## src/rtl/mem_config.svh

```systemverilog
`ifndef MEM_CONFIG_SVH
`define MEM_CONFIG_SVH

// --------------------------------------------------
// memory geometry
// --------------------------------------------------

// word address width, 2^10 = 1K words
`define MEM_ADDR_BITS 10

// one RV32 word
`define MEM_DATA_WIDTH 32

// byte address = word address plus lane select
`define MEM_BYTE_ADDR_BITS (`MEM_ADDR_BITS + 2)

`endif

```

## src/rtl/mem_pkg.sv

```systemverilog
package mem_pkg;

    // --------------------------------------------------
    // load/store opcodes
    // --------------------------------------------------
    typedef enum logic [2:0] {
        OP_LB  = 3'd0,  // load byte, sign extended
        OP_LH  = 3'd1,  // load halfword, sign extended
        OP_LW  = 3'd2,  // load word
        OP_LBU = 3'd3,  // load byte, zero extended
        OP_LHU = 3'd4,  // load halfword, zero extended
        OP_SB  = 3'd5,  // store byte, read-modify-write
        OP_SH  = 3'd6,  // store halfword, read-modify-write
        OP_SW  = 3'd7   // store word, direct write
    } mem_op_e;

    // --------------------------------------------------
    // access sequencer states
    // --------------------------------------------------
    typedef enum logic [1:0] {
        ST_IDLE  = 2'd0,  // waiting for start
        ST_READ  = 2'd1,  // rd strobe low
        ST_WRITE = 2'd2,  // wr strobe low
        ST_DONE  = 2'd3   // result cycle
    } seq_state_e;

endpackage

```

## src/rtl/store_merge.sv

```systemverilog
`timescale 1ns/1ps
`include "mem_config.svh"

// builds the word written back to the RAM
// sub-word stores patch the old word read just before
module store_merge (
    input  mem_pkg::mem_op_e           op_i,      // latched opcode
    input  logic [1:0]                 offset_i,  // byte offset in the word
    input  logic [`MEM_DATA_WIDTH-1:0] old_i,     // word read from the RAM
    input  logic [`MEM_DATA_WIDTH-1:0] data_i,    // store data, low lanes used
    output logic [`MEM_DATA_WIDTH-1:0] word_o     // word to write
);

    // --------------------------------------------------
    // lane merge
    // --------------------------------------------------
    always_comb begin
        word_o = old_i;  // untouched lanes keep old value
        case (op_i)
            mem_pkg::OP_SB: begin
                // low byte of data into the addressed byte
                word_o[{offset_i, 3'b000} +: 8] = data_i[7:0];
            end
            mem_pkg::OP_SH: begin
                // low half into lane 0 or 1
                word_o[{offset_i[1], 4'b0000} +: 16] = data_i[15:0];
            end
            mem_pkg::OP_SW: begin
                word_o = data_i;  // full word, old value ignored
            end
            default: begin
                // loads never write
                word_o = old_i;
            end
        endcase
    end

endmodule

```

## config.mk

```make
export PLATFORM = sky130hd
export DESIGN_NAME = store_merge
export DESIGN_NICKNAME = d
export VERILOG_FILES = /design/src/rtl/mem_pkg.sv /design/src/rtl/store_merge.sv
export VERILOG_INCLUDE_DIRS = /design/src /design/src/rtl
export SDC_FILE = /design/constraint.sdc
export NUM_CORES = 1
export LEC_CHECK = 0
export ABC_AREA = 1
export BUFFER_PORTS_ARGS = -buffer_cell sky130_fd_sc_hd__buf_2
export CAP_MARGIN = 10
export CORE_ASPECT_RATIO = 0.7
export CORE_MARGIN = 2
export CORE_UTILIZATION = 40
export DETAILED_ROUTE_END_ITERATION = 10
export PLACE_DENSITY_LB_ADDON = 0.2
export REMOVE_ABC_BUFFERS = 1
export SLEW_MARGIN = 30
export SYNTH_ARGS = -nofsm -noshare
export SYNTH_HDL_FRONTEND = slang
export SYNTH_SLANG_ARGS = --single-unit
```

## constraint.sdc

```tcl
create_clock -name vclk -period 2
set_input_delay 0.3 -clock vclk [all_inputs]
set_output_delay 0.3 -clock vclk [all_outputs]
set_load 0.02 [all_outputs]
```

**After elaboration in Yosys (flattened, before gate mapping)**

Cells that the tools add are included.

- Flip-flop bits (word level): 0
- Bits of input ports: 69
- Logic and storage cells: 12
- Output and inout port bits: 32

- Equal/unequal tests: 3
- Shifts and indexed selects: 4
- Multiplexer cells: 3
- Add/subtract/negate cells: 2

Operator list:

| cell | count |
|---|---|
| one-hot mux 32 bit (3 select lines) | 1 |
| bitwise mux 32 bit | 2 |
| variable shift 16 x 7 -> 32 bit (first input constant) | 1 |
| variable shift 8 x 7 -> 32 bit (first input constant) | 1 |
| variable part select 16 x 7 -> 32 bit | 1 |
| variable part select 8 x 7 -> 32 bit | 1 |
| negator 5 -> 7 bit | 2 |
| == test 3 bit (second input constant) | 3 |

**Logic depth before layout (Yosys ltp)**

- Depth in word-level cells: 4
- Gate-level depth with buffers: 11
- Mapped depth without buffers: 8

**Worst setup path after synthesis**

OpenSTA, ideal clock, no wires.

- Path kind: input to output
- Start: in offset_i[1]
- End: out word_o[2]
- Slack: -0.169 ns
- Stages: 11
- Buffers on the path: 4
- Arrival: 1.869 ns
- Data required time: 1.700 ns
- Cell sequence: buf_2 inv_2 buf_2 ha_1 buf_2 inv_1 buf_4 nand2_1 o21ai_0 nand2_1 nand3_1

- Word-level cells in the longest chain between the ends: 4
- Elaborated cells between the ends (all ways): 9
- Those cells by class: 2 x add/sub; 4 x shift; 3 x mux

Ends and longest elaborated chain:

| what | RTL line | source |
|---|---|---|
| from (decl) | store_merge.sv:8 | `input logic [1:0] offset_i,` |
| negator 5 -> 7 bit, on equally long branches | store_merge.sv:26, store_merge.sv:22 |  |
| variable part select 16 x 7 -> 32 bit (tied with other cells) | store_merge.sv:26 | `word_o[{offset_i[1], 4'b0000} +: 16] = data_i[15:0];` |
| bitwise mux 32 bit, on equally long branches | store_merge.sv:26, store_merge.sv:22 |  |
| one-hot mux 32 bit (3 select lines) * | store_merge.sv:19 | `case (op_i)` |
| to (decl) | store_merge.sv:11 | `` output logic [`MEM_DATA_WIDTH-1:0] word_o `` |

Every way passes the cells marked *; elsewhere a longest branch is shown, timed or not.

**Worst setup path in the final report**

- Start: in offset_i[0]
- End: out word_o[5]

- Word-level cells in the longest chain between the ends: 4
- Elaborated cells between the ends (all ways): 5
- Those cells by class: 1 x add/sub; 2 x shift; 2 x mux

Ends and longest elaborated chain:

| what | RTL line | source |
|---|---|---|
| negator 5 -> 7 bit * | store_merge.sv:22 | `word_o[{offset_i, 3'b000} +: 8] = data_i[7:0];` |
| variable part select 8 x 7 -> 32 bit / variable shift 8 x 7 -> 32 bit (equally long branches) | store_merge.sv:22 |  |
| bitwise mux 32 bit * | store_merge.sv:22 |  |
| one-hot mux 32 bit (3 select lines) * | store_merge.sv:19 |  |

Marked as above.

==> metrics <==
DRC Markers=0; horizontal die dimension=87.1 um; beginning of the worst hold path=old_i[4]; synthesized instance count=440; top area cells in the synthesized netlist=nand2_1 (44%), nor2_1 (13%), nand3_1 (10%), inv_1 (6.2%), nand4_1 (5.2%); Initial Util=41.1%; instance count along the most critical hold path=4; clock share of power=0%; routed via count divided by cell count=4.95; part of the power in combinational logic=100.0%; final-stage net count=614; number of top-level pins=101; family of cells with the greatest summed delay on the critical path=buffers and inverters; First DRT Iteration DRCs=147; count of buffering cells on the critical path with inverters included=4; routability congestion estimate=0.819; global-route wire length before repair=11200 um; critical-path cell list=buf_2 -> inv_1 -> ha_1 -> inv_1 -> nand2_2 -> o21ai_0 -> nand2_1 -> nand3_1 -> buf_2; fin. max-slew vios=0; Max stage delay cell, worst path=ha_1; headroom to the max-slew limit=71.3%; count of buffers from port buffering=101; cell row count=21; Max VDD drop=0.122 mV; Hold Path Class=primary input to primary output; Worst Hold Path EP=word_o[4]; Routed wire per std cell=10.8 um; average cell area after synthesis=4.39 um2; setup-violating endpoint count in the final report=0; Post-Place Cell Area=0.00253 mm2; area enclosed by the die boundary=0.00541 mm2; leakage power total=1.55 nW; register share of total power=0%; setup TNS after final layout=0 ns; RSZ-0062 raised after global routing=false; transition time at the pin with the least slew margin=0.430 ns; Die Y-Extent=62.2 um; Final Cell Area=0.00254 mm2; Required @ worst endpoint=1.70 ns; initial antenna violation count=0; detailed placer's ending HPWL=5060 um; layout cells sized above 1=26.4%; outcome=finished, final reports clean; number of max-capacitance violations reported=0; kind of launch point of the worst setup path=primary input; total number of yosys warnings=0; switching portion of total power=62.8%; cell taking the most area after synthesis=nand2_1; Post-CTS Hold Buffers=0; GRT Residual Overflow=0; peak clock frequency supported by timing=0.538 GHz; path length in cells of the critical path=9; worst stage delay on the critical path=0.31 ns; post-route minimum period=1.86 ns; endpoint arrival time on the critical path=1.56 ns; Power per Cell Area=249 mW/mm2; most common library cell in the layout ignoring fill and taps=nand2_1; Crit. End Element=primary output; vias in the first global route=2580; sequential standard cell area=0 um2; count of inserted antenna diode cells=0; final critical-path share of the clock period=93.0%; sequential cell count=0; sequential cell area fraction in the yosys report=0%; final wirelength=6420 um; remaining number of nets flagged by the antenna check after routing=0; maximum number of pins on one net before global-route repair=33; most frequent cells in the layout=nand2_1 (227), buf_2 (101), nor2_1 (66); Final Hold Viols=0; Pre-antenna DRT Iters=5; internal power consumption=0.236 mW; via total after detailed routing=2946; Yosys top cell area share=44.3%; Worst Setup Path Type=primary input to primary output; Distinct cells, synth=21; net switching component of the power=0.397 mW; total of clock buffers placed in the layout=0; number of fillers in the final layout=528; Area Growth Syn to Fin=31.3%; Std-Cell Core Area=0.00470 mm2; post-synthesis instance area=0.00193 mm2; global-route usage over all layers=23.8%; largest fanout on the critical path=7
cell usage after synthesis (2+ instances only):
master / instances
nand2_1: 228
nor2_1: 66
nand3_1: 40
inv_1: 32
nand4_1: 16
buf_2: 10
nor2_2: 9
o21ai_0: 8
clkbuf_1: 6
buf_6: 5
ha_1: 5
nor2_4: 3
a21oi_1: 2
buf_4: 2
nand2_4: 2
metrics by stage:
step	total power, mW	util [%]	hold WS [ns]	setup slack, ns	instances
floorplan	0.356	-	0.749	0.0403	416
global placement	0.619	53.8	0.945	0.105	595
detailed placement	0.627	53.8	0.941	0.0879	595
CTS	0.630	53.8	0.944	0.0868	595
global route	0.706	54.0	0.964	0.000731	595
finish	0.632	54.0	0.939	0.141	595
power groups by stage:
stage               Combinational (mW)  Clock (mW)  Sequential (mW)
global placement                 0.619           0                0
global route                     0.706           0                0
CTS                              0.630           0                0
finish                           0.632           0                0
detailed placement               0.627           0                0
floorplan                        0.356           0                0
what timing repair did:
item                                    in CTS  in global routing
resized for setup                            0                  6
buffers inserted                             0                  0
endpoints found under the setup margin       0                 12
cell type report:
class,instances,area [um2],share of cell area (%)
multi-input cells,381,1650,65.0
repair buffers,122,679,26.8
inverters,35,136,5.37
well taps,57,71.3,2.81
how the worst max path moves through the flow:
stage	from	end	slack, ns
3_3_place_gp	offset_i[0]	word_o[4]	0.11
5_1_grt	offset_i[0]	word_o[30]	0.0007
3_5_place_dp	offset_i[0]	word_o[16]	0.09
2_1_floorplan	offset_i[1]	word_o[18]	0.04
6_report	offset_i[0]	word_o[5]	0.14
4_1_cts	offset_i[0]	word_o[16]	0.09
cell families (layout without fill, tap and decap cells):
group                    after synthesis  after routing  synth area share [%]
AO/OA/AOI/OAI                         10             10                  2.59
buffers and inverters                 59            157                  14.9
adder cells (fa/ha/maj)                5              5                  3.24
AND/OR/NAND/NOR                      366            366                  79.3
layer usage:
metal / vias to the layer above / share of wire, % / track usage [%]
li1: 1551 / - / -
met1: 1283 / 50 / 36.2
met2: 112 / 43 / 39.6
met3: 0 / 6.8 / 0
met4: 0 / 0 / 0.962
met5: - / 0 / 0
Note: power is estimated with default switching activity, not from simulation.
