File: config.mk
export PLATFORM = sky130hd
export DESIGN_NAME = mem_sequencer
export DESIGN_NICKNAME = d
export VERILOG_FILES = /design/src/rtl/mem_pkg.sv /design/src/rtl/mem_sequencer.sv
export VERILOG_INCLUDE_DIRS = /design/src /design/src/rtl
export SDC_FILE = /design/constraint.sdc
export NUM_CORES = 1
export LEC_CHECK = 0
export ABC_AREA = 1
export BUFFER_PORTS_ARGS = -buffer_cell sky130_fd_sc_hd__buf_4
export CAP_MARGIN = 0
export CORE_MARGIN = 4
export CORE_UTILIZATION = 40
export CTS_CLUSTER_DIAMETER = 30
export DETAILED_ROUTE_END_ITERATION = 10
export GPL_ROUTABILITY_DRIVEN = 0
export HOLD_SLACK_MARGIN = 0.03
export PLACE_DENSITY = 0.74
export SLEW_MARGIN = 20
export SYNTH_ARGS = -nofsm -noshare
export SYNTH_HDL_FRONTEND = slang
export SYNTH_SLANG_ARGS = --single-unit
File: constraint.sdc
create_clock -name clk_i -period 2.1 [get_ports clk_i]
set_input_delay 0.105 -clock clk_i [delete_from_list [all_inputs] [get_ports clk_i]]
set_output_delay 0.105 -clock clk_i [all_outputs]
set_load 0.01 [all_outputs]
File: src/rtl/mem_config.svh
`ifndef MEM_CONFIG_SVH
`define MEM_CONFIG_SVH

// --------------------------------------------------
// memory geometry
// --------------------------------------------------

// word address width, 2^10 = 1K words
`define MEM_ADDR_BITS 10

// one RV32 word
`define MEM_DATA_WIDTH 32

// byte address = word address plus lane select
`define MEM_BYTE_ADDR_BITS (`MEM_ADDR_BITS + 2)

`endif

File: src/rtl/mem_pkg.sv
package mem_pkg;

    // --------------------------------------------------
    // load/store opcodes
    // --------------------------------------------------
    typedef enum logic [2:0] {
        OP_LB  = 3'd0,  // load byte, sign extended
        OP_LH  = 3'd1,  // load halfword, sign extended
        OP_LW  = 3'd2,  // load word
        OP_LBU = 3'd3,  // load byte, zero extended
        OP_LHU = 3'd4,  // load halfword, zero extended
        OP_SB  = 3'd5,  // store byte, read-modify-write
        OP_SH  = 3'd6,  // store halfword, read-modify-write
        OP_SW  = 3'd7   // store word, direct write
    } mem_op_e;

    // --------------------------------------------------
    // access sequencer states
    // --------------------------------------------------
    typedef enum logic [1:0] {
        ST_IDLE  = 2'd0,  // waiting for start
        ST_READ  = 2'd1,  // rd strobe low
        ST_WRITE = 2'd2,  // wr strobe low
        ST_DONE  = 2'd3   // result cycle
    } seq_state_e;

endpackage

File: src/rtl/mem_sequencer.sv
`timescale 1ns/1ps
`include "mem_config.svh"

// access FSM: latches a request, checks alignment,
// then orders the RAM read and write strobes
module mem_sequencer (
    input  logic                          clk_i,
    input  logic                          reset_i,     // sync, active high
    input  logic                          start_i,     // one-cycle request strobe
    input  mem_pkg::mem_op_e              op_i,
    input  logic [`MEM_BYTE_ADDR_BITS-1:0] addr_i,     // byte address
    input  logic [`MEM_DATA_WIDTH-1:0]    wdata_i,
    output mem_pkg::mem_op_e              op_o,        // latched opcode
    output logic [1:0]                    offset_o,    // latched byte offset
    output logic [`MEM_DATA_WIDTH-1:0]    wdata_o,     // latched store data
    output logic [`MEM_ADDR_BITS-1:0]     mem_addr_o,  // word address to RAM
    output logic                          mem_rd_n_o,  // active low
    output logic                          mem_wr_n_o,  // active low
    output logic                          busy_o,
    output logic                          done_o,      // one-cycle pulse
    output logic                          err_o        // misaligned, valid with done
);

    mem_pkg::seq_state_e              state_q;
    mem_pkg::mem_op_e                 op_q;
    logic [`MEM_BYTE_ADDR_BITS-1:0]   addr_q;
    logic [`MEM_DATA_WIDTH-1:0]       wdata_q;
    logic                             err_q;     // misalignment seen at accept
    logic                             accept;    // start taken this edge
    logic                             misalign;  // request fails alignment

    // --------------------------------------------------
    // alignment check, only used at acceptance
    // --------------------------------------------------
    always_comb begin
        case (op_i)
            mem_pkg::OP_LH, mem_pkg::OP_LHU, mem_pkg::OP_SH: misalign = addr_i[0];
            mem_pkg::OP_LW, mem_pkg::OP_SW: misalign = |addr_i[1:0];
            default: misalign = 1'b0;  // bytes are always aligned
        endcase
    end

    assign accept = start_i && (state_q == mem_pkg::ST_IDLE);  // ignored while busy

    // --------------------------------------------------
    // state register
    // --------------------------------------------------
    always_ff @(posedge clk_i) begin
        if (reset_i) begin
            state_q <= mem_pkg::ST_IDLE;
            err_q   <= 1'b0;
        end else begin
            case (state_q)
                mem_pkg::ST_IDLE: begin
                    if (accept) begin
                        err_q <= misalign;
                        if (misalign) begin
                            state_q <= mem_pkg::ST_DONE;   // no RAM access
                        end else if (op_i == mem_pkg::OP_SW) begin
                            state_q <= mem_pkg::ST_WRITE;  // no read needed
                        end else begin
                            state_q <= mem_pkg::ST_READ;   // loads, SB, SH
                        end
                    end
                end
                mem_pkg::ST_READ: begin
                    // sub-word stores go on to write the merged word
                    if (op_q == mem_pkg::OP_SB || op_q == mem_pkg::OP_SH) begin
                        state_q <= mem_pkg::ST_WRITE;
                    end else begin
                        state_q <= mem_pkg::ST_DONE;
                    end
                end
                mem_pkg::ST_WRITE: state_q <= mem_pkg::ST_DONE;
                mem_pkg::ST_DONE:  state_q <= mem_pkg::ST_IDLE;
                default:           state_q <= mem_pkg::ST_IDLE;
            endcase
        end
    end

    // request payload, held for the whole access
    always_ff @(posedge clk_i) begin
        if (accept) begin
            op_q    <= op_i;
            addr_q  <= addr_i;
            wdata_q <= wdata_i;
        end
    end

    // --------------------------------------------------
    // outputs
    // --------------------------------------------------
    assign op_o       = op_q;
    assign offset_o   = addr_q[1:0];
    assign wdata_o    = wdata_q;
    assign mem_addr_o = addr_q[`MEM_BYTE_ADDR_BITS-1:2];  // drop lane bits
    assign mem_rd_n_o = (state_q != mem_pkg::ST_READ);    // low for the read cycle
    assign mem_wr_n_o = (state_q != mem_pkg::ST_WRITE);   // low for the write cycle
    assign busy_o     = (state_q != mem_pkg::ST_IDLE);
    assign done_o     = (state_q == mem_pkg::ST_DONE);
    assign err_o      = done_o && err_q;

endmodule

======== Word-level counts from Yosys, hierarchy flattened ========
Cells that the tools add are included.
storage, ports and cells
  input port bits ......................... 50
  output and inout bits ................... 52
  flip-flop bits (word level) ............. 50
  word-level logic and storage cells ...... 33
cells by class
  mux-type cells .......................... 6
  equality and inequality tests ........... 13
  reductions and logical operators ........ 9
operators with widths
  operator                                                               count
  3-bit equality test, second input constant                             5
  2-bit one-hot mux with 4 select lines                                  1
  2-bit 2-to-1 mux                                                       3
  2-bit equality test, second input constant                             2
  2-bit != test, second input constant                                   2
  2-bit OR reduction                                                     2
  3-bit by 1-bit equality test with 1-bit output, second input constant  1
  3-bit by 2-bit equality test with 1-bit output, second input constant  1
  3-bit OR reduction                                                     1
  2-bit by 1-bit equality test with 1-bit output, second input constant  1
  1-bit logical AND                                                      2
  2-bit zero test                                                        1
  2-bit by 1-bit != test with 1-bit output, second input constant        1
  1-bit one-hot mux with 2 select lines                                  1
  2-bit AND reduction                                                    1
  2-bit nonzero test                                                     1
  1-bit logical OR                                                       1
  1-bit 2-to-1 mux                                                       1

======== Longest topological paths before layout ========
  depth after elaboration ................. 6
  mapped depth ............................ 7
  gate-level depth less buffers ........... 7

======== Worst setup path before layout ========
OpenSTA, ideal clock, no wires.
  path kind ............................... flip-flop to flip-flop
  start point ............................. reg state_q[0]
  end point ............................... reg addr_q[0] (enable)
  path buffers ............................ 0
  setup slack ............................. 143 ps
  required time ........................... 1697 ps
  data arrival time ....................... 1555 ps
  cell stages (with the launch flop) ...... 5
  library setup time ...................... 403 ps
  period minus slack after synthesis ...... 1957 ps
  cell sequence ........................... dfxtp_1 inv_1 ha_1 nand2_1 inv_1
between the ends
  word-level cells in the longest chain between the ends .. 2
RTL lines
  what                    RTL line             RTL
  from (decl)             mem_sequencer.sv:24  mem_pkg::seq_state_e state_q;
  from (signal assigned)  mem_sequencer.sv:50  state_q <= mem_pkg::ST_IDLE;
  from (signal assigned)  mem_sequencer.sv:58  state_q <= mem_pkg::ST_DONE;
  from (signal assigned)  mem_sequencer.sv:60  state_q <= mem_pkg::ST_WRITE;
  2-bit zero test         mem_sequencer.sv:43  assign accept = start_i && (state_q == mem_pkg::ST_IDLE);
  1-bit logical AND       mem_sequencer.sv:43
  named net accept        mem_sequencer.sv:29  logic accept;
  to (signal assigned)    mem_sequencer.sv:85  addr_q <= addr_i;
  to (decl)               mem_sequencer.sv:26  logic [`MEM_BYTE_ADDR_BITS-1:0] addr_q;
The timed path passes the listed nets, and every way through them passes these cells.
A chain may end at the register's enable or synchronous reset.

======== Worst setup path after layout ========
  start point ............................. reg state_q[1]
  end point ............................... reg wdata_q[0], in the netlist wdata_o[0] (enable)
between the ends
  word-level cells in the longest chain between the ends .. 2
RTL lines
  what                  RTL line             RTL
  2-bit zero test       mem_sequencer.sv:43
  1-bit logical AND     mem_sequencer.sv:43
  named net accept      mem_sequencer.sv:29
  to (signal assigned)  mem_sequencer.sv:86  wdata_q <= wdata_i;
  to (decl)             mem_sequencer.sv:27  logic [`MEM_DATA_WIDTH-1:0] wdata_q;
The timed path passes the listed nets, and every way through them passes these cells.

==> qor.yml <==
grt:
  grt_pass1_vias: 1501
  grt_max_degree: 31
  grt_pass1_wl_microns: 7340
  grt_overflow_total: 0
  antenna_found_initial: 0
  track_usage_pct: 18.4
worst_setup_path:
  max_stage_delay_ns: 0.35
  crit_type: "register to register"
  crit_chain: "inv_1 > ha_1 > nand2_1 > inv_2 > buf_12"
  crit_path_end_kind: "register"
  crit_arrival_ns: 1.59
  startpoint: "state_q[1]"
  r2r_cells: 5
  r2r_start: "state_q[1]"
  rr_endpoint: "wdata_o[0]"
  crit_path_top_delay_cell: "dfxtp_1"
  reg2reg_slack_ns: 0.51
  crit_path_start_kind: "register"
  required_ns: 2.10
  path_max_fanout: 30
sta:
  fin_crit_sh_pct: 75.5
  fmax_mhz: 631
  timing.hold.ws_ns: 0.0939
  clock_skew_ns: 0.00398
  setup_tns_ns: 0
  relSlewSlack_pct: 71.1
  hold_viol: 0
  setup_viol: 0
  period_minus_slack_ns: 1.59
  grt_setup_unrepaired: "no"
  worst_pin_slew_ns: 0.433
  slew_viol_final: 0
floorplanning:
  fp.dieArea_sq_um: 5460
  die_x_microns: 73.9
  start_util_pct: 42.5
  ioPinCount: 102
  core_area_sq_um: 4090
  die_y_microns: 73.9
  std_cell_rows: 23
final_layout:
  fillers: 255
  area_growth_pct: 81.8
  final_cell_mix: "buf_4, edfxtp_1, dlygate4sd3_1"
  nets: 313
  layout_commonest_cell: "buf_4"
  antennaDiodeCount: 0
  drive_gt1_share_pct: 43.2
placed_design:
  place_hpwl_microns: 3400
  port_buffers: 101
hold_path:
  min_path_type: "input port to register"
  min_from: "reset_i"
  holdPathStages: 4
  hold_path_end: "state_q[1]"
clock_tree:
  clock-root-buffer: "clkbuf_8"
  cts_made_buffers: 5
  postCtsSetupBuffers: 0
  clkTransAtPathRegs_ns: 0.08
  insertion_delay_ns: 0.30
  hold_buffers: 47
  cts-resized-gates: 0
  cts_tree: "done"
  cts_buffer_depth: 2
  cts_num_sinks: 50
  htree_levels: 2
yosys:
  yosysSeqAreaShare_pct: 84.7
  ys_warn_count: 0
  syn_nets: 157
  synth-seq-cells: 50
  syn_area_per_cell_sq_um: 17.0
  synthCells: 102
  synth.distinct_cells: 11
  synth.cell_area_sq_um: 1740
route:
  drt-total-wl_microns: 4880
  drtIter0Drc: 86
  wl_per_cell_microns: 15.8
  avgViaCountPerCell: 4.56
  ant_nets: 0
  first_pass_iters: 4
  vias: 1410
  drc: 0
status:
  run_status: "completed"
job:
  drv_cap: 0
power_and_ir_drop:
  p_leak_nw: 1.39
  peakVddDrop_mv: 0.653
  p_per_area_nw_per_um2: 984
## worst max path at each step
stage	slack, ns	endpoint
2_1_floorplan	0.14	addr_q[0]
3_3_place_gp	0.58	wdata_o[5]
3_5_place_dp	0.52	addr_q[2]
4_1_cts	0.50	wdata_o[21]
5_1_grt	0.40	wdata_o[25]
6_report	0.51	wdata_o[0]
## kinds of logic (layout without fill, tap and decap cells)
family | count (synthesis) | in the layout | share of synthesized area, %
AO/OA/AOI/OAI | 8 | 8 | 2.52
adder cells (fa/ha/maj) | 5 | 5 | 3.60
buffers and inverters | 15 | 172 | 3.24
flip-flops | 50 | 50 | 84.7
AND/OR/NAND/NOR | 24 | 24 | 5.91
## sequential cells by signal, summed over array words and instances, names as in the netlist
register,cells
op_o,3
addr_q,12
err_q,1
state_q,2
wdata_o,32
## per-layer routing
layer	track usage (%)	vias to the layer above	routed length (microns)	part of all wire (%)
met5	0	-	0	0
met4	6.24	0	77	1.6
met3	5.88	7	609	12
met2	32.6	87	2420	50
met1	20.6	651	1770	36
li1	-	665	-	-
## metrics by stage
stage | utilization (%) | total power [mW] | instance area, sq um | instances | setup slack, ns
2_1_floorplan | - | 1.88 | 1740 | 102 | 0.143
3_3_place_gp | 63.1 | 2.37 | 2580 | 254 | 0.576
3_5_place_dp | 63.1 | 2.42 | 2580 | 254 | 0.524
4_1_cts | 77.3 | 3.14 | 3160 | 309 | 0.503
5_1_grt | 77.3 | 3.28 | 3160 | 309 | 0.404
6_report | 77.3 | 3.11 | 3160 | 309 | 0.515
## area by class of cell
| type | instances | area, sq um | share of cell area (%) |
|---|---|---|---|
| clock buffer | 6 | 72.6 | 2.30 |
| clock inverter | 2 | 37.5 | 1.19 |
| inverter | 15 | 56.3 | 1.78 |
| multi-input combinational | 37 | 209 | 6.62 |
| sequential | 50 | 1470 | 46.6 |
| tap | 50 | 62.6 | 1.98 |
| timing repair buffer | 149 | 1250 | 39.5 |
## Yosys cell counts (all sizes together)
cell type	instances	area share, %
dfxtp	3	3.5
ha	5	3.6
nand3	6	1.7
inv	15	3.2
a21oi	3	0.86
edfxtp	47	81
or2	1	0.50
nor2	4	0.86
o21ai	5	1.7
nand2	13	2.8
## power breakdown
part	switching, mW	internal, mW
clock network	0.290	0.355
registers	0.0927	1.38
logic	0.503	0.488
total	0.886	2.22
## worst max-delay path, delay by kind of cell (launching register included)
family	cells	cell delay, ns
buffers and inverters	3	0.69
DFF	1	0.35
adders and majority gates	1	0.18
and+or+nand+nor	1	0.06
Power figures use the tool's default switching activity.
