===== src/rtl/mem_config.svh =====
`ifndef MEM_CONFIG_SVH
`define MEM_CONFIG_SVH

// --------------------------------------------------
// memory geometry
// --------------------------------------------------

// word address width, 2^10 = 1K words
`define MEM_ADDR_BITS 10

// one RV32 word
`define MEM_DATA_WIDTH 32

// byte address = word address plus lane select
`define MEM_BYTE_ADDR_BITS (`MEM_ADDR_BITS + 2)

`endif


===== src/rtl/mem_pkg.sv =====
package mem_pkg;

    // --------------------------------------------------
    // load/store opcodes
    // --------------------------------------------------
    typedef enum logic [2:0] {
        OP_LB  = 3'd0,  // load byte, sign extended
        OP_LH  = 3'd1,  // load halfword, sign extended
        OP_LW  = 3'd2,  // load word
        OP_LBU = 3'd3,  // load byte, zero extended
        OP_LHU = 3'd4,  // load halfword, zero extended
        OP_SB  = 3'd5,  // store byte, read-modify-write
        OP_SH  = 3'd6,  // store halfword, read-modify-write
        OP_SW  = 3'd7   // store word, direct write
    } mem_op_e;

    // --------------------------------------------------
    // access sequencer states
    // --------------------------------------------------
    typedef enum logic [1:0] {
        ST_IDLE  = 2'd0,  // waiting for start
        ST_READ  = 2'd1,  // rd strobe low
        ST_WRITE = 2'd2,  // wr strobe low
        ST_DONE  = 2'd3   // result cycle
    } seq_state_e;

endpackage


===== src/rtl/load_align.sv =====
`timescale 1ns/1ps
`include "mem_config.svh"

// picks the addressed lane out of the read word and extends it
// little endian: byte 0 sits in bits 7:0
module load_align (
    input  mem_pkg::mem_op_e           op_i,      // latched opcode
    input  logic [1:0]                 offset_i,  // byte offset in the word
    input  logic [`MEM_DATA_WIDTH-1:0] word_i,    // word from the RAM
    output logic [`MEM_DATA_WIDTH-1:0] data_o     // extended load result
);

    logic [7:0]  byte_lane;  // selected byte
    logic [15:0] half_lane;  // selected halfword

    // --------------------------------------------------
    // lane select
    // --------------------------------------------------
    always_comb begin
        // offset * 8 gives the byte lane base bit
        byte_lane = word_i[{offset_i, 3'b000} +: 8];
        // halfword lane only depends on offset bit 1
        half_lane = word_i[{offset_i[1], 4'b0000} +: 16];
    end

    // --------------------------------------------------
    // extension
    // --------------------------------------------------
    always_comb begin
        case (op_i)
            mem_pkg::OP_LB: begin
                data_o = {{(`MEM_DATA_WIDTH-8){byte_lane[7]}}, byte_lane};  // sign
            end
            mem_pkg::OP_LBU: begin
                data_o = {{(`MEM_DATA_WIDTH-8){1'b0}}, byte_lane};  // zero
            end
            mem_pkg::OP_LH: begin
                data_o = {{(`MEM_DATA_WIDTH-16){half_lane[15]}}, half_lane};
            end
            mem_pkg::OP_LHU: begin
                data_o = {{(`MEM_DATA_WIDTH-16){1'b0}}, half_lane};
            end
            mem_pkg::OP_LW: begin
                data_o = word_i;
            end
            default: begin
                // stores, result unused
                data_o = word_i;
            end
        endcase
    end

endmodule


===== config.mk =====
export PLATFORM = sky130hd
export DESIGN_NAME = load_align
export DESIGN_NICKNAME = d
export VERILOG_FILES = /design/src/rtl/mem_pkg.sv /design/src/rtl/load_align.sv
export VERILOG_INCLUDE_DIRS = /design/src /design/src/rtl
export SDC_FILE = /design/constraint.sdc
export NUM_CORES = 1
export LEC_CHECK = 0
export ABC_AREA = 1
export BUFFER_PORTS_ARGS = -buffer_cell sky130_fd_sc_hd__clkbuf_2
export CAP_MARGIN = 15
export CORE_MARGIN = 8
export CORE_UTILIZATION = 30
export DETAILED_ROUTE_END_ITERATION = 8
export PLACE_DENSITY = 0.57
export SLEW_MARGIN = 20
export SYNTH_ARGS = -nofsm -noshare
export SYNTH_HDL_FRONTEND = slang
export SYNTH_SLANG_ARGS = --single-unit

===== constraint.sdc =====
create_clock -name vclk -period 1.7
set_input_delay 0.34 -clock vclk [all_inputs]
set_output_delay 0.34 -clock vclk [all_outputs]
set_load 0.05 [all_outputs]

Word level (Yosys, flattened, before mapping)
Index checks and enable logic that the tools add are counted.
{ "op_classes": {"eq_ne": 3, "n_shift": 2, "n_mux": 1, "reduce_logical": 1} }
{ "ops": {"columns": ["operator", "n"], "rows": [
  ["$pmux 32 s4", 1],
  ["$shiftx 32x6->16", 1],
  ["$shiftx 32x6->8", 1],
  ["$eq 3x1->1 const B", 1],
  ["$eq 3x2->1 const B", 1],
  ["$eq 3x3->1 const B", 1],
  ["$logic_not 3->1", 1]
]} }
{ "totals": {"regBits": 0, "inputBits": 37} }

Longest topological paths before layout
Gate-level depths: netlist of the first run.
{ "logic_depth": {"ltp_word": 2, "depth_mapped": 8, "depth_no_buf": 6} }

Worst setup path after synthesis of the first run
Ideal clock, no wire load.
{ "synth_timing": {"path_type": "input port to output port", "from": "input offset_i[0]", "to": "output data_o[0]", "t_arrival_ns": 1.352, "path_slack_ns": 0.008, "path_stages": 8, "n_path_buf": 2, "path_cell_list": "clkbuf_2 > inv_1 > buf_4 > nand2_1 > nand3_1 > nand2_1 > nand2_1 > nand3_1"} }
{ "synth_via": {"elab_chain_cells": 2} }
{ "synth_lines": {"columns": ["item", "line_no", "source"], "rows": [
  ["start, declared", "load_align.sv:8", "input logic [1:0] offset_i,"],
  ["$shiftx 32x6->8", "load_align.sv:21", "byte_lane = word_i[{offset_i, 3'b000} +: 8];"],
  ["$pmux 32 s4", "load_align.sv:30", "case (op_i)"],
  ["end, declared", "load_align.sv:10", "output logic [`MEM_DATA_WIDTH-1:0] data_o"]
]} }
No other way between the ends.

Final worst setup path of the first run
{ "layout_timing": {"from": "input offset_i[1]", "to": "output data_o[22]"} }
{ "layout_via": {"elab_chain_cells": 2, "elab_cells_between_ends": 3, "cone_classes": "shift (2); mux (1)"} }
{ "layout_lines": {"columns": ["item", "line_no"], "rows": [
  ["$shiftx 32x6->16 or $shiftx 32x6->8 (tied branches)", "load_align.sv:23, load_align.sv:21"],
  ["$pmux 32 s4 *", "load_align.sv:30"]
]} }
Every way passes the cells marked *; elsewhere a longest branch is shown, timed or not.

==> metrics.cfg, run 1 <==
[status]
status=complete, no violations

[global_route]
grt_start_max_net_pins=17
grt_antenna_before_repair=0
grt_pass1_vias=1463
grt_first_pass_wirelength_mm=7.10
globalRouteOverflowTotal=0
grt_usage_pct=14.0

[detailed_routing]
remaining_drc_errors=0
drt_iter0_drc=66
post_drt_wl_per_cell_um=13.0
firstDrtPassIters=4
ant_nets=0
wirelength_mm=4.54
vias_per_cell=4.71
vias_after_detailed_routing=1650

[flow_run]
timing.max_cap.violations=0

[yosys]
ys_types=16
synth_top_cells_by_area=sky130_fd_sc_hd__nand2_1, sky130_fd_sc_hd__nand3_1, sky130_fd_sc_hd__inv_1, sky130_fd_sc_hd__nand3_2, sky130_fd_sc_hd__buf_6
synth.most_common_cell=sky130_fd_sc_hd__nand2_1
synth_area_per_cell_um2=4.64
yosysTopAreaCellShare_pct=38.7
ys_top_cells_by_count=sky130_fd_sc_hd__nand2_1, sky130_fd_sc_hd__nand3_1, sky130_fd_sc_hd__inv_1
synthesis.yosys.warnings=0
synth_top_area_cell=sky130_fd_sc_hd__nand2_1
syn_area_mm2=0.00108
post_synth_inst_count=232
seq_total_area_yosys_pct=0
synthesis.nets=269

[pwr]
power.density_mw_per_mm2=499
power_leakage_nw=1.28
p_total_mw=1.06
ir_drop_mv=0.219

[sta]
hold_fails_final_rpt=0
worst-slew-pin-transition_ns=0.177
timing.final.ws_setup_ns=0.0112
number_of_max_slew_violations_in_the_final_report=0
setup_tns_ns=0
setup-violations-final=0
fin_crit_ns=1.69
min_period_over_period_pct=99.3
hold_slack_ns=1.04
maxSlewHeadroom_pct=88.1
rsz0062_at_grt=yes
timing.fmax_mhz=592

[floorplan]
initial_core_util_pct=31.8
core.rowCount=21
die-width_um=75.9
die_outline_height_um=75.9
floorplan.die_area_mm2=0.00576
design.portCount=69
placeableCoreArea_mm2=0.00339

[min_path]
whs_path_depth=4
hold_path_end=data_o[3]
min-delay-path-class=in -> out
hold_path.startpoint=word_i[3]

[setup_path]
cp-end-kind=output pin
cp.required_ns=1.36
cp.arrival_ns=1.35
worst_setup_path_start_kind=primary input
critical_path_class=in -> out
path_max_fanout=8

[final_layout]
finalNetCount=343
flops_and_latches=0
clock_buffer_count_in_the_final_layout=0
layout-drive-gt1-share_pct=39.5
multi_input_comb_area_um2=932
diodes=0
combined_flip_flop_and_latch_cell_area_um2=0
nFillCells=297
flow.area_growth_from_synthesis_pct=96.7
post_layout_nonfiller_instances=350

[placement]
routabilityCongestion=0.808
io_buffers=69
dpl.hpwl_mm=3.61
placedCellCount=348
pre_cts_ws_ns=-0.0721

per-layer routing:
layer	part of all wire, %	GRT usage (%)	up-vias
li1	-	-	864
met1	44	18.0	737
met2	51	24.8	49
met3	5.4	2.00	0
met4	0	0.588	0
met5	0	0	-
critical path: stages:
cell	delay, ns
sky130_fd_sc_hd__buf_4	0.13
sky130_fd_sc_hd__inv_2	0.09
sky130_fd_sc_hd__nand2_2	0.08
sky130_fd_sc_hd__nand2_4	0.08
sky130_fd_sc_hd__nand4_4	0.15
sky130_fd_sc_hd__buf_6	0.19
sky130_fd_sc_hd__nand3_1	0.13
sky130_fd_sc_hd__buf_12	0.15
cell families (layout without fill, tap and decap cells):
kind of cell,after synthesis,in the layout,share of synthesized area (%)
AO/OA/AOI/OAI,8,8,4.06
buffers and inverters,49,121,22.2
AND/OR/NAND/NOR,175,175,73.8
worst max-delay path by stage:
stage / cells after the start / from / slack (ns) / end
CTS: 7 / op_i[1] / 0.0005 / data_o[7]
detailed placement: 8 / offset_i[1] / -0.07 / data_o[19]
floorplan: 8 / offset_i[0] / 0.008 / data_o[0]
finish: 8 / offset_i[1] / 0.01 / data_o[22]
global placement: 8 / offset_i[1] / -0.05 / data_o[21]
global route: 9 / offset_i[1] / -0.05 / data_o[18]
stage by stage:
step	instance area, um2	util [%]
after floorplan	1080	-
after global placement	1940	57.3
after detailed placement	1940	57.3
after CTS	1970	58.1
after global routing	2120	62.5
final	2120	62.5
layout make-up:
type | instances | area share (%)
repair buffers | 86 | 47.1
multi-input cells | 183 | 44.0
inverters | 35 | 6.20
well taps | 46 | 2.72
where the power goes:
group | switching [mW] | internal (mW)
logic | 0.597 | 0.460
registers | 0 | 0
clock network | 0 | 0
total | 0.597 | 0.460
cells in the final DEF (no fill, tap or decap), types with 4 or more instances in the layout:
| master | n |
|---|---|
| sky130_fd_sc_hd__buf_6 | 6 |
| sky130_fd_sc_hd__buf_12 | 31 |
| sky130_fd_sc_hd__nand3_2 | 20 |
| sky130_fd_sc_hd__nand3_1 | 38 |
| sky130_fd_sc_hd__clkbuf_2 | 36 |
| sky130_fd_sc_hd__o21ai_0 | 7 |
| sky130_fd_sc_hd__inv_2 | 4 |
| sky130_fd_sc_hd__nand2_2 | 5 |
| sky130_fd_sc_hd__inv_1 | 31 |
| sky130_fd_sc_hd__nand2_1 | 108 |
| sky130_fd_sc_hd__buf_4 | 10 |
repair_timing:
| item | in CTS | in global routing |
|---|---|---|
| cloned | 0 | 1 |
| setup endpoints to repair | 16 | 31 |
| gates resized for setup | 8 | 34 |
| pin swaps | 0 | 4 |
| buffers inserted | 0 | 1 |
| hold buffers | 0 | 0 |
Note: power is estimated with default switching activity, not from simulation.
==> run 2: changes to the inputs <==
GPL_TIMING_DRIVEN = 0   (was default)
==> run 2 against run 1 <==
Compared with the run above:
- the run now ends with setup timing left
- cell count is 0.57% higher
- non-clock buffer count is 2 higher
- largest cell class is now multi-input gates
- first-iteration DRC count is 130% higher
- worst hold slack better by 0.026 ns
- highest routed layer is now met4
==> metrics.cfg, run 2 (synthesis results as in run 1) <==
[floorplan]
design.portCount=69
floorplan.die_area_mm2=0.00576
core.rowCount=21
die-width_um=75.9
initial_core_util_pct=31.8
die_outline_height_um=75.9
placeableCoreArea_mm2=0.00339

[detailed_routing]
wirelength_mm=5.20
post_drt_wl_per_cell_um=14.8
vias_per_cell=4.85
ant_nets=0
remaining_drc_errors=0
vias_after_detailed_routing=1707
firstDrtPassIters=4
drt_iter0_drc=152

[placement]
dpl-instance-area_mm2=0.00148
routabilityCongestion=0.876
io_buffers=68
dpl.hpwl_mm=3.61

[status]
status=finished with violations
violated_checks=setup timing

[global_route]
grt_usage_pct=14.7
grt_start_max_net_pins=11
globalRouteOverflowTotal=0
grt_pass1_vias=1531
grt_antenna_before_repair=0
grt_first_pass_wirelength_mm=7.42

[sta]
maxSlewHeadroom_pct=81.1
rsz0062_at_grt=yes
setup_tns_ns=-0.0503
number_of_max_slew_violations_in_the_final_report=0
worst-slew-pin-transition_ns=0.285
timing.fmax_mhz=575
min_period_over_period_pct=102
hold_fails_final_rpt=0
setup-violations-final=4
timing.final.ws_setup_ns=-0.0393
hold_slack_ns=1.07
fin_crit_ns=1.74

[setup_path]
cp.required_ns=1.36
worst_setup_path_start_kind=primary input
critical_path.max_stage_delay_ns=0.19
cp_slowest_cell=sky130_fd_sc_hd__clkbuf_8
critical_path.cell_chain=clkbuf_2 -> inv_4 -> nand3_1 -> nand2_4 -> buf_8 -> nand3_1 -> nand3_1 -> clkbuf_8
critical-path-top-cell-by-count=sky130_fd_sc_hd__nand3_1
cp.arrival_ns=1.40
path_max_fanout=10
cp-end-kind=output pin
critical_path_class=in -> out

[final_layout]
mostFrequentLayoutCell=sky130_fd_sc_hd__nand2_1
final_area_mm2=0.00217
clock_buffer_count_in_the_final_layout=0
combined_flip_flop_and_latch_cell_area_um2=0
flops_and_latches=0
layout_common_cells=sky130_fd_sc_hd__nand2_1, sky130_fd_sc_hd__clkbuf_2, sky130_fd_sc_hd__nand3_1
diodes=0
finalNetCount=345
postLayoutCoreUtil_pct=63.9
layout-drive-gt1-share_pct=41.8
flow.area_growth_from_synthesis_pct=101

[pwr]
p_total_mw=1.01
ir_drop_mv=0.196
power_leakage_nw=1.28
power.density_mw_per_mm2=465

[min_path]
min-delay-path-class=in -> out
whs_path_depth=4

[flow_run]
timing.max_cap.violations=0

[run 2: changes by cell type in the layout (fill, tap and decap cells not counted), moves of 4 or more]
cell                       delta
sky130_fd_sc_hd__clkbuf_8     +4
sky130_fd_sc_hd__nand3_2     -17
sky130_fd_sc_hd__buf_8       +22
sky130_fd_sc_hd__o21ai_0      -4
sky130_fd_sc_hd__nand3_4     +19
sky130_fd_sc_hd__buf_12      -29
[run 2: routing by layer]
| layer | up-vias | global-route usage [%] | part of all wire [%] |
|---|---|---|---|
| met5 | - | 0 | 0 |
| met4 | 0 | 0 | 0.40 |
| met3 | 2 | 1.42 | 5.6 |
| met2 | 54 | 26.0 | 53 |
| met1 | 780 | 19.4 | 41 |
| li1 | 871 | - | - |
[run 2: critical path, delay by kind of cell]
kind                   cells  cell delay [ns]
buffers and inverters      4             0.55
and+or+nand+nor            4             0.50
[run 2: cell type report]
type                       count  area, um2
fill                         315       1220
inverter                      35        141
timing repair buffer          74        706
buffer                        14        158
tap                           46       57.6
multi-input combinational    183       1100
[run 2: through the flow]
| stage | setup slack (ns) | cells |
|---|---|---|
| after detailed placement | -0.251 | 346 |
| after floorplan | 0.00815 | 232 |
| final | -0.0393 | 352 |
| after global routing | -0.0545 | 352 |
| after global placement | -0.233 | 346 |
| after CTS | -0.0534 | 346 |
[run 2: final timing paths]
kind	start	endpoint	slack, ns
setup / recovery	op_i[2]	data_o[2]	-0.04
hold / removal	word_i[10]	data_o[10]	1.07
[run 2: timing repair]
action,4_1_cts,5_1_grt
buffers inserted,0,4
pin swaps,2,7
hold buffers,0,0
resized for setup,70,89
gates cloned,0,2
setup endpoints to repair,32,32
[run 2: power by group]
group	internal (mW)	switching [mW]
clock network	0	0
registers	0	0
logic	0.390	0.617
total	0.390	0.617
